<file path="src/cache_params.svh">
`ifndef CACHE_PARAMS_SVH
`define CACHE_PARAMS_SVH

// word and address widths
`define CACHE_DATA_W      32
`define CACHE_ADDR_W      12

// cache geometry
`define CACHE_LINE_WORDS  4
`define CACHE_WAYS        2
`define CACHE_SETS        32

// byte address split, all derived from the values above
`define CACHE_BYTE_OFF_W  $clog2(`CACHE_DATA_W / 8)
`define CACHE_OFFSET_W    $clog2(`CACHE_LINE_WORDS * (`CACHE_DATA_W / 8))
`define CACHE_WORD_POS_W  (`CACHE_OFFSET_W - `CACHE_BYTE_OFF_W)
`define CACHE_INDEX_W     $clog2(`CACHE_SETS)
`define CACHE_TAG_W       (`CACHE_ADDR_W - `CACHE_INDEX_W - `CACHE_OFFSET_W)

// backing RAM depth in words (4 KB byte space)
`define CACHE_RAM_WORDS   (1 << (`CACHE_ADDR_W - `CACHE_BYTE_OFF_W))

`endif

</file>
<file path="src/cache_pkg.sv">
`include "cache_params.svh"

package cache_pkg;

    // one request from the processor side
    typedef struct packed {
        logic                     we;
        logic [`CACHE_ADDR_W-1:0] addr;
        logic [`CACHE_DATA_W-1:0] w_data;
    } cpu_req_t;

    // byte address split into cache fields, msb first
    typedef struct packed {
        logic [`CACHE_TAG_W-1:0]      tag;
        logic [`CACHE_INDEX_W-1:0]    set_idx;
        logic [`CACHE_WORD_POS_W-1:0] word_off;
        logic [`CACHE_BYTE_OFF_W-1:0] byte_off;
    } addr_fields_t;

    // same address seen flat or as tag/index/offset
    typedef union packed {
        logic [`CACHE_ADDR_W-1:0] flat;
        addr_fields_t             fields;
    } cache_addr_u;

    // one fill word from the controller into the cache
    typedef struct packed {
        logic                         en;
        logic [`CACHE_ADDR_W-1:0]     base;
        logic [`CACHE_WORD_POS_W-1:0] pos;
        logic [`CACHE_DATA_W-1:0]     data;
        logic                         last;
    } fill_t;

    // controller states
    typedef enum logic {
        st_idle = 1'b0,
        st_fill = 1'b1
    } ctrl_state_t;

endpackage

</file>
<file path="src/cache_ctrl_fsm.sv">
`timescale 1ns/1ps
`include "cache_params.svh"

module cache_ctrl_fsm (
    input  logic                         clk,
    input  logic                         rst,
    input  logic                         mem_valid,
    input  cache_pkg::cpu_req_t          mem_req,
    input  logic                         hit,
    input  logic [`CACHE_DATA_W-1:0]     hit_data,
    input  logic [`CACHE_DATA_W-1:0]     ram_r_data,
    input  logic [`CACHE_WORD_POS_W-1:0] word_pos,
    input  logic                         last,
    output logic                         cnt_start,
    output logic                         cnt_step,
    output cache_pkg::fill_t             fill,
    output logic [`CACHE_ADDR_W-1:0]     ram_addr,
    output logic                         ram_we,
    output logic [`CACHE_DATA_W-1:0]     ram_w_data,
    output logic [`CACHE_DATA_W-1:0]     mem_r_data,
    output logic                         mem_ready,
    output logic                         cache_hit
);

    cache_pkg::ctrl_state_t state;

    cache_pkg::cache_addr_u       req_addr;
    cache_pkg::cache_addr_u       line_base;
    cache_pkg::cache_addr_u       base_q;
    cache_pkg::cache_addr_u       fill_addr;
    logic [`CACHE_WORD_POS_W-1:0] req_word;

    logic idle_acc;
    logic rd_hit_acc;
    logic rd_miss_acc;

    assign req_addr.flat = mem_req.addr;

    assign idle_acc    = (state == cache_pkg::st_idle) && mem_valid;
    assign rd_hit_acc  = idle_acc && !mem_req.we && hit;
    assign rd_miss_acc = idle_acc && !mem_req.we && !hit;

    // line base is the request with the offset bits cleared
    always_comb begin
        line_base                 = req_addr;
        line_base.fields.word_off = '0;
        line_base.fields.byte_off = '0;
    end

    always_ff @(posedge clk or posedge rst) begin
        if (rst) begin
            state     <= cache_pkg::st_idle;
            mem_ready <= 1'b0;
            cache_hit <= 1'b0;
        end else begin
            mem_ready <= 1'b0;
            cache_hit <= 1'b0;
            case (state)
                cache_pkg::st_idle: begin
                    if (idle_acc && mem_req.we) begin
                        // write goes to RAM this edge
                        mem_ready <= 1'b1;
                    end else if (rd_hit_acc) begin
                        mem_ready <= 1'b1;
                        cache_hit <= 1'b1;
                    end else if (rd_miss_acc) begin
                        state <= cache_pkg::st_fill;
                    end
                end
                cache_pkg::st_fill: begin
                    if (last) begin
                        state     <= cache_pkg::st_idle;
                        mem_ready <= 1'b1;
                    end
                end
                default: state <= cache_pkg::st_idle;
            endcase
        end
    end

    // miss bookkeeping and returned read word
    always_ff @(posedge clk) begin
        if (rd_hit_acc) begin
            mem_r_data <= hit_data;
        end
        if (rd_miss_acc) begin
            base_q   <= line_base;
            req_word <= req_addr.fields.word_off;
        end
        if (state == cache_pkg::st_fill && word_pos == req_word) begin
            mem_r_data <= ram_r_data;
        end
    end

    assign cnt_start = rd_miss_acc;
    assign cnt_step  = (state == cache_pkg::st_fill);

    // RAM follows the request in idle, the fill walk otherwise
    always_comb begin
        fill_addr                 = base_q;
        fill_addr.fields.word_off = word_pos;
        if (state == cache_pkg::st_fill) begin
            ram_addr = fill_addr.flat;
        end else begin
            ram_addr = mem_req.addr;
        end
    end

    assign ram_we     = idle_acc && mem_req.we;
    assign ram_w_data = mem_req.w_data;

    always_comb begin
        fill.en   = (state == cache_pkg::st_fill);
        fill.base = base_q.flat;
        fill.pos  = word_pos;
        fill.data = ram_r_data;
        fill.last = last;
    end

endmodule

</file>
<file path="config.mk">
export PLATFORM = sky130hd
export DESIGN_NAME = cache_ctrl_fsm
export DESIGN_NICKNAME = d
export VERILOG_FILES = /design/src/cache_pkg.sv /design/src/cache_ctrl_fsm.sv
export VERILOG_INCLUDE_DIRS = /design/src
export SDC_FILE = /design/constraint.sdc
export NUM_CORES = 1
export LEC_CHECK = 0
export BUFFER_PORTS_ARGS = -buffer_cell sky130_fd_sc_hd__buf_2
export CAP_MARGIN = 15
export CORE_AREA = 4 4 94 96
export CTS_CLUSTER_SIZE = 10
export DETAILED_ROUTE_END_ITERATION = 6
export DIE_AREA = 0 0 98 100
export PLACE_DENSITY = 0.73
export SLEW_MARGIN = 20
export SYNTH_ARGS = -nofsm -noshare
export SYNTH_HDL_FRONTEND = slang
export SYNTH_SLANG_ARGS = --single-unit
</file>
<file path="constraint.sdc">
create_clock -name clk -period 3.7 [get_ports clk]
set_input_delay 0.185 -clock clk [delete_from_list [all_inputs] [get_ports clk]]
set_output_delay 0.185 -clock clk [all_outputs]
set_load 0.02 [all_outputs]
</file>
==> results of run 1 <==
[sequential cells by signal, summed over array words and instances, names as in the netlist]
name	count
mem_ready	1
base_q	8
mem_r_data	32
cnt_step	1
req_word	2
cache_hit	1
[what timing repair did]
action	CTS	global route
endpoints found under the hold margin	3	0
setup endpoints to repair	0	0
hold buffers	1	0
[area by class of cell]
class	instances	area, um^2
Clock inverter	2	35.0
Inverter	4	15.0
Fill cell	803	4860
Clock buffer	6	72.6
Tap cell	105	131
Multi-Input combinational cell	58	691
Sequential cell	45	1340
Timing Repair Buffer	180	913
[logic make-up after synthesis]
logic type      after synthesis  synth area share
compound gates                2           0.00624
xor+xnor                      2           0.00672
buf+inv                      81             0.230
other cells                   1           0.00144
simple gates                  8            0.0206
mux                          42             0.223
flops                        45             0.512
[cell usage in the layout, fill, tap and decap left out, types with 2 or more instances in the layout]
cell      count
buf_2       176
edfxtp_1     42
mux2_4       29
mux2_2       13
clkbuf_8      5
inv_1         4
conb_1        4
dfrtp_1       3
buf_4         3
xnor2_1       2
nor2b_1       2
[power by group through the flow]
stage | combinational, mW | clock (mW) | sequential, mW
floorplan | 0.212 | 0 | 0.635
global placement | 0.265 | 0 | 0.609
detailed placement | 0.269 | 0 | 0.611
CTS | 0.270 | 0.380 | 0.599
global route | 0.285 | 0.399 | 0.602
finish | 0.266 | 0.363 | 0.598
[worst max-delay path: stages (launching register included)]
cell     delay (ps)
dfrtp_1         790
nand3_2         630
nand2_1         350
buf_4           390
[layer usage]
layer | vias to the layer above | GRT usage
met3 | 21 | 0.0591
met4 | 0 | 0.0532
li1 | 782 | -
met2 | 127 | 0.213
met5 | - | 0
met1 | 785 | 0.115
[worst min path at each step]
stage / end / cells after the start
after floorplan: cache_hit$_DFF_PP0_ / 1
after CTS: base_q[4]$_DFFE_PP_ / 1
after detailed placement: cache_hit$_DFF_PP0_ / 2
final: base_q[4]$_DFFE_PP_ / 1
after global placement: cache_hit$_DFF_PP0_ / 2
after global routing: base_q[9]$_DFFE_PP_ / 1
[per-stage QoR]
stage,instance area [um^2],cells,util,power [mW]
2_1_floorplan,2620,184,-,0.847
3_3_place_gp,3080,391,0.382,0.874
3_5_place_dp,3080,391,0.382,0.880
4_1_cts,3190,400,0.397,1.25
5_1_grt,3190,400,0.397,1.29
6_report,3190,400,0.397,1.23
==> flow_summary.html, run 1 <==
<table>
<tr><th>Metric</th><th>Value</th></tr>
<tr><th colspan="2">Power</th></tr>
<tr><td>Net switching share of the total power</td><td>0.261</td></tr>
<tr><td>Cell internal power dissipation</td><td>0.907 mW</td></tr>
<tr><td>Static Leak</td><td>1.59 nW</td></tr>
<tr><td>Net switching power of the design</td><td>0.321 mW</td></tr>
<tr><td>Portion of total power attributed to combinational logic</td><td>0.216</td></tr>
<tr><td>Clock share of power</td><td>0.296</td></tr>
<tr><td>Largest vdd supply drop</td><td>145 uV</td></tr>
<tr><td>PwrDens</td><td>384 nW/um^2</td></tr>
<tr><td>Sequential share of power</td><td>0.488</td></tr>
<tr><th colspan="2">Timing</th></tr>
<tr><td>Slew Limit Headroom</td><td>0.539</td></tr>
<tr><td>Setup repair after global routing missed its margin</td><td>false</td></tr>
<tr><td>Setup_tns</td><td>0 ps</td></tr>
<tr><td>Slew at the pin closest to its max-slew limit</td><td>692 ps</td></tr>
<tr><td>Final worst path period share</td><td>0.683</td></tr>
<tr><td>Worst hold-check slack</td><td>just under 80 ps</td></tr>
<tr><td>Achievable Freq</td><td>0.396 GHz</td></tr>
<tr><td>Final hold violation count</td><td>0</td></tr>
<tr><td>Slack of the critical path</td><td>around 1200 ps</td></tr>
<tr><td>Worst clock skew</td><td>7.86 ps</td></tr>
<tr><td>Setup-failing EPs final</td><td>0</td></tr>
<tr><td>Fin crit period</td><td>about 2500 ps</td></tr>
<tr><td>Final-report max-slew violation count</td><td>0</td></tr>
<tr><th colspan="2">Setup path</th></tr>
<tr><td>Register-to-register path setup slack</td><td>approximately 1200 ps</td></tr>
<tr><td>Required time of the worst setup path</td><td>3650 ps</td></tr>
<tr><td>RR Startpoint</td><td>cnt_step$_DFF_PP0_</td></tr>
<tr><td>Critical path start-end classification</td><td>reg2reg</td></tr>
<tr><td>Count of cells along the worst register-to-register path</td><td>3</td></tr>
<tr><td>Critical Path Start Type</td><td>flop</td></tr>
<tr><td>End point of the critical path</td><td>mem_r_data[17]$_DFFE_PP_</td></tr>
<tr><td>Critical path endpoint category</td><td>flop</td></tr>
<tr><td>Maximum fanout along the worst path</td><td>29</td></tr>
<tr><td>End of the worst register-to-register path</td><td>mem_r_data[17]$_DFFE_PP_</td></tr>
<tr><td>Crit path arrival time</td><td>~2500 ps</td></tr>
<tr><td>Critical path startpoint</td><td>cnt_step$_DFF_PP0_</td></tr>
<tr><th colspan="2">Yosys</th></tr>
<tr><td>Most common cell in the netlist</td><td>buf_4</td></tr>
<tr><td>Number of enable-type register cells in the synthesized netlist</td><td>42</td></tr>
<tr><td>Post-synthesis sequential area ratio</td><td>0.512</td></tr>
<tr><td>Unique masters post-synth</td><td>19</td></tr>
<tr><td>Main synth FF type</td><td>edfxtp_1</td></tr>
<tr><td>List of most frequent post-synthesis cells</td><td>buf_4 (72), edfxtp_1 (42), mux2_4 (29)</td></tr>
<tr><td>Mapped cell area</td><td>2610 um^2</td></tr>
<tr><td>Post-Syn Instances</td><td>181</td></tr>
<tr><td>Ys async rst share</td><td>0.0667</td></tr>
<tr><td>Top cells by area in the synthesized netlist</td><td>edfxtp_1 (48%), buf_4 (21%), mux2_4 (17%)</td></tr>
<tr><td>Warning count from the yosys run</td><td>0</td></tr>
<tr><td>Cell type contributing the most total cell area after synthesis</td><td>edfxtp_1</td></tr>
<tr><td>Mean Syn Cell Area</td><td>14.4 um^2</td></tr>
<tr><td>Total of flip-flops plus latches after synthesis</td><td>45</td></tr>
<tr><td>Synth top area share</td><td>0.483</td></tr>
<tr><th colspan="2">Clock network</th></tr>
<tr><td>Max Buffers Root-to-Sink</td><td>2</td></tr>
<tr><td>Post-CTS setup repair buffer count</td><td>0</td></tr>
<tr><td>Library cell used as clock root buffer</td><td>clkbuf_8</td></tr>
<tr><td>Clock buffers created by TritonCTS</td><td>5</td></tr>
<tr><td>Clock sinks</td><td>45</td></tr>
<tr><td>CTS tree</td><td>yes</td></tr>
<tr><td>Number of instances resized during post-cts repair</td><td>0</td></tr>
<tr><td>H-tree levels</td><td>2</td></tr>
<tr><td>Clk Latency, worst-skew pair</td><td>290 ps</td></tr>
<tr><td>Clock Pin Slew Worst Setup and Hold Paths</td><td>90 ps</td></tr>
<tr><th colspan="2">Global route</th></tr>
<tr><td>Global-route wire length before repair</td><td>9.02 mm</td></tr>
<tr><td>Vias in the first global route</td><td>1711</td></tr>
<tr><td>Largest net degree at the start of global routing</td><td>30</td></tr>
<tr><td>Total track usage</td><td>0.119</td></tr>
<tr><td>Initial antenna violation count</td><td>0</td></tr>
<tr><td>Grt ovf</td><td>0</td></tr>
<tr><th colspan="2">Floorplan</th></tr>
<tr><td>Row count</td><td>33</td></tr>
<tr><td>I/O pins</td><td>245</td></tr>
<tr><td>Chip Height</td><td>100 um</td></tr>
<tr><td>Area enclosed by the die boundary</td><td>9800 um^2</td></tr>
<tr><td>Die boundary width</td><td>a little under 100 um</td></tr>
<tr><td>Initial core utilization</td><td>0.324</td></tr>
<tr><td>Floorplan Core Area</td><td>8050 um^2</td></tr>
<tr><th colspan="2">Job</th></tr>
<tr><td>Number of violations of the max-capacitance limit</td><td>0</td></tr>
<tr><th colspan="2">Layout</th></tr>
<tr><td>Area added between synthesis and finish</td><td>22.4%</td></tr>
<tr><td>Layout Nets</td><td>410</td></tr>
<tr><td>Diode count</td><td>0</td></tr>
<tr><td>Fraction of layout instances using a drive strength above 1</td><td>0.780</td></tr>
<tr><th colspan="2">Detailed routing</th></tr>
<tr><td>1st-iter DRT viols</td><td>48</td></tr>
<tr><td>Topmost layer with routed signal wires</td><td>met4</td></tr>
<tr><td>Final routed DRC violation total</td><td>0</td></tr>
<tr><td>Remaining antenna violation count after routing</td><td>0</td></tr>
<tr><td>Average via count per standard cell</td><td>between 4 and 5</td></tr>
<tr><td>Wire length on met1</td><td>2.07 mm</td></tr>
<tr><td>Wirelength, routed</td><td>6.22 mm</td></tr>
<tr><td>Routed length per placed instance</td><td>15.6 um</td></tr>
<tr><td>Wire length on met2</td><td>between 3 and 4 mm</td></tr>
<tr><td>Met3 routed WL</td><td>850 um</td></tr>
<tr><td>Pre-Repair DR Iteration Count</td><td>2</td></tr>
<tr><td>Vias</td><td>around 1.7k</td></tr>
<tr><th colspan="2">Worst hold path</th></tr>
<tr><td>Worst hold start</td><td>mem_req[36]</td></tr>
<tr><td>Class of the tightest hold or removal check</td><td>in2reg</td></tr>
<tr><th colspan="2">Placed design</th></tr>
<tr><td>Final RePlAce weighted congestion</td><td>0.771</td></tr>
<tr><td>Worst-case setup slack after placement</td><td>about 1100 ps</td></tr>
<tr><td>IO buf count</td><td>roughly 180</td></tr>
<tr><td>Post-DP HPWL</td><td>5.19 mm</td></tr>
<tr><th colspan="2">Outcome</th></tr>
<tr><td>Result of the run</td><td>finished, final reports clean</td></tr>
</table>
Note: power is estimated with default switching activity, not from simulation.
==> run 2, diff against run 1 <==
--- a/config.mk
+++ b/config.mk
@@ -8,11 +8,11 @@
 export LEC_CHECK = 0
 export BUFFER_PORTS_ARGS = -buffer_cell sky130_fd_sc_hd__buf_2
 export CAP_MARGIN = 15
-export CORE_AREA = 4 4 94 96
+export CORE_AREA = 4 4 92 94
 export CTS_CLUSTER_SIZE = 10
 export DETAILED_ROUTE_END_ITERATION = 6
-export DIE_AREA = 0 0 98 100
-export PLACE_DENSITY = 0.73
+export DIE_AREA = 0 0 96 98
+export PLACE_DENSITY = 0.75
 export SLEW_MARGIN = 20
 export SYNTH_ARGS = -nofsm -noshare
 export SYNTH_HDL_FRONTEND = slang
==> constraint.sdc (replaced) <==
create_clock -name clk -period 2.35 [get_ports clk]
set_input_delay 0.1175 -clock clk [delete_from_list [all_inputs] [get_ports clk]]
set_output_delay 0.1175 -clock clk [all_outputs]
set_load 0.02 [all_outputs]
==> flow_summary.html, run 2 (synthesized netlist as in run 1, its figures left out) <==
<table>
<tr><th>Metric</th><th>Value</th></tr>
<tr><th colspan="2">Outcome</th></tr>
<tr><td>Result of the run</td><td>finished, final reports clean</td></tr>
<tr><th colspan="2">Global route</th></tr>
<tr><td>Vias in the first global route</td><td>1700</td></tr>
<tr><td>Initial antenna violation count</td><td>0</td></tr>
<tr><td>Global-route wire length before repair</td><td>8.89 mm</td></tr>
<tr><td>Grt ovf</td><td>0</td></tr>
<tr><td>Total track usage</td><td>0.124</td></tr>
<tr><td>Largest net degree at the start of global routing</td><td>20</td></tr>
<tr><th colspan="2">Floorplan</th></tr>
<tr><td>Chip Height</td><td>98 um</td></tr>
<tr><td>I/O pins</td><td>245</td></tr>
<tr><td>Floorplan Core Area</td><td>7650 um^2</td></tr>
<tr><td>Row count</td><td>32</td></tr>
<tr><td>Die boundary width</td><td>approximately 96 um</td></tr>
<tr><td>Initial core utilization</td><td>0.341</td></tr>
<tr><td>Area enclosed by the die boundary</td><td>9410 um^2</td></tr>
<tr><th colspan="2">Setup path</th></tr>
<tr><td>Register-to-register path setup slack</td><td>approximately 730 ps</td></tr>
<tr><td>End of the worst register-to-register path</td><td>mem_r_data[7]$_DFFE_PP_</td></tr>
<tr><td>Critical path start-end classification</td><td>reg2out</td></tr>
<tr><td>Levels on crit path</td><td>4</td></tr>
<tr><td>RR Startpoint</td><td>req_word[1]$_DFFE_PP_</td></tr>
<tr><td>Crit path cell chain</td><td>buf_4, nor4b_2, buf_4, buf_2</td></tr>
<tr><td>Count of cells along the worst register-to-register path</td><td>5</td></tr>
<tr><td>Crit path arrival time</td><td>~1700 ps</td></tr>
<tr><td>Critical-path cell with the highest stage delay</td><td>dfrtp_1</td></tr>
<tr><td>Highest cell delay on the worst timing path</td><td>410 ps</td></tr>
<tr><td>Critical path startpoint</td><td>cnt_step$_DFF_PP0_</td></tr>
<tr><td>Critical Path Start Type</td><td>flop</td></tr>
<tr><td>Critical path endpoint category</td><td>output pin</td></tr>
<tr><td>Cell type with the highest occurrence count on the critical path</td><td>buf_4</td></tr>
<tr><td>Crit path buf inv count</td><td>3</td></tr>
<tr><td>Cell family with most CP delay</td><td>buffers and inverters</td></tr>
<tr><td>End point of the critical path</td><td>cnt_start</td></tr>
<tr><td>Required time of the worst setup path</td><td>2230 ps</td></tr>
<tr><td>Maximum fanout along the worst path</td><td>17</td></tr>
<tr><th colspan="2">Clock network</th></tr>
<tr><td>Max Buffers Root-to-Sink</td><td>2</td></tr>
<tr><td>H-tree levels</td><td>2</td></tr>
<tr><td>Clk Latency, worst-skew pair</td><td>290 ps</td></tr>
<tr><td>Clock buffers created by TritonCTS</td><td>5</td></tr>
<tr><td>Library cell used as clock root buffer</td><td>clkbuf_8</td></tr>
<tr><td>Clock Pin Slew Worst Setup and Hold Paths</td><td>~80 ps</td></tr>
<tr><td>Number of instances resized during post-cts repair</td><td>0</td></tr>
<tr><td>CTS tree</td><td>yes</td></tr>
<tr><td>Clock sinks</td><td>45</td></tr>
<tr><th colspan="2">Timing</th></tr>
<tr><td>Setup-failing EPs final</td><td>0</td></tr>
<tr><td>Setup repair after global routing missed its margin</td><td>false</td></tr>
<tr><td>Setup_tns</td><td>0 ps</td></tr>
<tr><td>Final-report max-slew violation count</td><td>0</td></tr>
<tr><td>Achievable Freq</td><td>0.565 GHz</td></tr>
<tr><td>Fin crit period</td><td>between 1500 and 2000 ps</td></tr>
<tr><td>Final worst path period share</td><td>0.753</td></tr>
<tr><td>Final hold violation count</td><td>0</td></tr>
<tr><td>Worst clock skew</td><td>3.32 ps</td></tr>
<tr><th colspan="2">Power</th></tr>
<tr><td>Static Leak</td><td>approximately 1.6 nW</td></tr>
<tr><td>Largest vdd supply drop</td><td>181 uV</td></tr>
<tr><td>PwrDens</td><td>about 560 nW/um^2</td></tr>
<tr><th colspan="2">Detailed routing</th></tr>
<tr><td>Wirelength, routed</td><td>between 6 and 7 mm</td></tr>
<tr><td>Pre-Repair DR Iteration Count</td><td>4</td></tr>
<tr><td>Remaining antenna violation count after routing</td><td>0</td></tr>
<tr><td>Routed length per placed instance</td><td>15.4 um</td></tr>
<tr><td>Final routed DRC violation total</td><td>0</td></tr>
<tr><td>1st-iter DRT viols</td><td>25</td></tr>
<tr><td>Average via count per standard cell</td><td>about 4.2</td></tr>
<tr><td>Vias</td><td>roughly 1.7k</td></tr>
<tr><th colspan="2">Layout</th></tr>
<tr><td>Design area</td><td>3290 um^2</td></tr>
<tr><td>Most frequent standard cell in the layout excluding fill and tap cells</td><td>buf_2</td></tr>
<tr><td>Fraction of layout instances using a drive strength above 1</td><td>0.768</td></tr>
<tr><td>Layout Nets</td><td>421</td></tr>
<tr><td>Area added between synthesis and finish</td><td>25.9%</td></tr>
<tr><td>Largest register by flop count</td><td>mem_r_data</td></tr>
<tr><td>Commonest non-fill, non-tap cells in the layout</td><td>buf_2 (176), edfxtp_1 (42), mux2_4 (29)</td></tr>
<tr><td>Fill cell count</td><td>between 700 and 800</td></tr>
<tr><td>Max FFs per register</td><td>32</td></tr>
<tr><td>Diode count</td><td>0</td></tr>
<tr><td>Largest registers ranked by flip-flop count</td><td>mem_r_data: 32 flops, base_q: 8 flops, req_word: 2 flops</td></tr>
<tr><th colspan="2">Placed design</th></tr>
<tr><td>Post-DP HPWL</td><td>5.30 mm</td></tr>
<tr><td>Post-Place Cell Area</td><td>approximately 3100 um^2</td></tr>
<tr><td>IO buf count</td><td>176</td></tr>
<tr><td>Final RePlAce weighted congestion</td><td>0.751</td></tr>
<tr><th colspan="2">Job</th></tr>
<tr><td>Number of violations of the max-capacitance limit</td><td>0</td></tr>
<tr><th colspan="2">Worst hold path</th></tr>
<tr><td>Worst hold start</td><td>mem_req[38]</td></tr>
<tr><td>Class of the tightest hold or removal check</td><td>in2reg</td></tr>
</table>
[run 2: metrics by stage]
step	power [mW]	setup WS, ps	std cells	util	hold slack [ps]
2_1_floorplan	1.33	234	184	-	-129
5_1_grt	1.96	459	408	0.430	5.26
6_report	1.85	581	408	0.430	20.9
4_1_cts	1.89	537	406	0.427	0.427
3_5_place_dp	1.40	717	392	0.407	-2.36
3_3_place_gp	1.39	717	392	0.407	-11.6
[run 2: final cells by class]
cell class | instances | area [um^2] | share of cell area
inverter | 4 | 15.0 | 0.00457
clock buffer | 5 | 68.8 | 0.0209
timing repair buffer | 191 | 1030 | 0.312
clock inverter | 3 | 21.3 | 0.00647
multi-input combinational | 58 | 691 | 0.210
tap | 102 | 128 | 0.0388
sequential | 45 | 1340 | 0.407
[run 2: worst reg2reg max path: cells and delay by family, from the launching register on]
family        cells  cell delay [ps]
buf+inv           2              480
flops             1              400
xor+xnor          1              180
simple gates      2              270
[run 2: where the power goes]
group	internal [mW]	switching [mW]	leakage, nW
Sequential	0.924	0.0102	0.425
Combinational	0.203	0.244	1.17
Clock	0.211	0.259	0.0445
[run 2: per-layer routing]
| layer | GRT usage | wire length (um) | up-vias |
|---|---|---|---|
| met3 | 0.0455 | 793 | 19 |
| met5 | 0 | 0 | - |
| li1 | - | - | 802 |
| met2 | 0.242 | 3410 | 121 |
| met1 | 0.111 | 1970 | 781 |
| met4 | 0.0427 | 113 | 0 |
[run 2: timing repair]
item | 4_1_cts | 5_1_grt
hold endpoints to repair | 8 | 2
endpoints found under the setup margin | 0 | 0
hold buffers | 6 | 2
setup buffers | 0 | 0
[run 2: worst min-delay path by stage]
stage | endpoint | cells past startpoint
after floorplan | cache_hit$_DFF_PP0_ | 1
after detailed placement | mem_ready$_DFF_PP0_ | 2
after global placement | cnt_step$_DFF_PP0_ | 2
after CTS | base_q[8]$_DFFE_PP_ | 1
after global routing | base_q[6]$_DFFE_PP_ | 1
final | base_q[6]$_DFFE_PP_ | 1
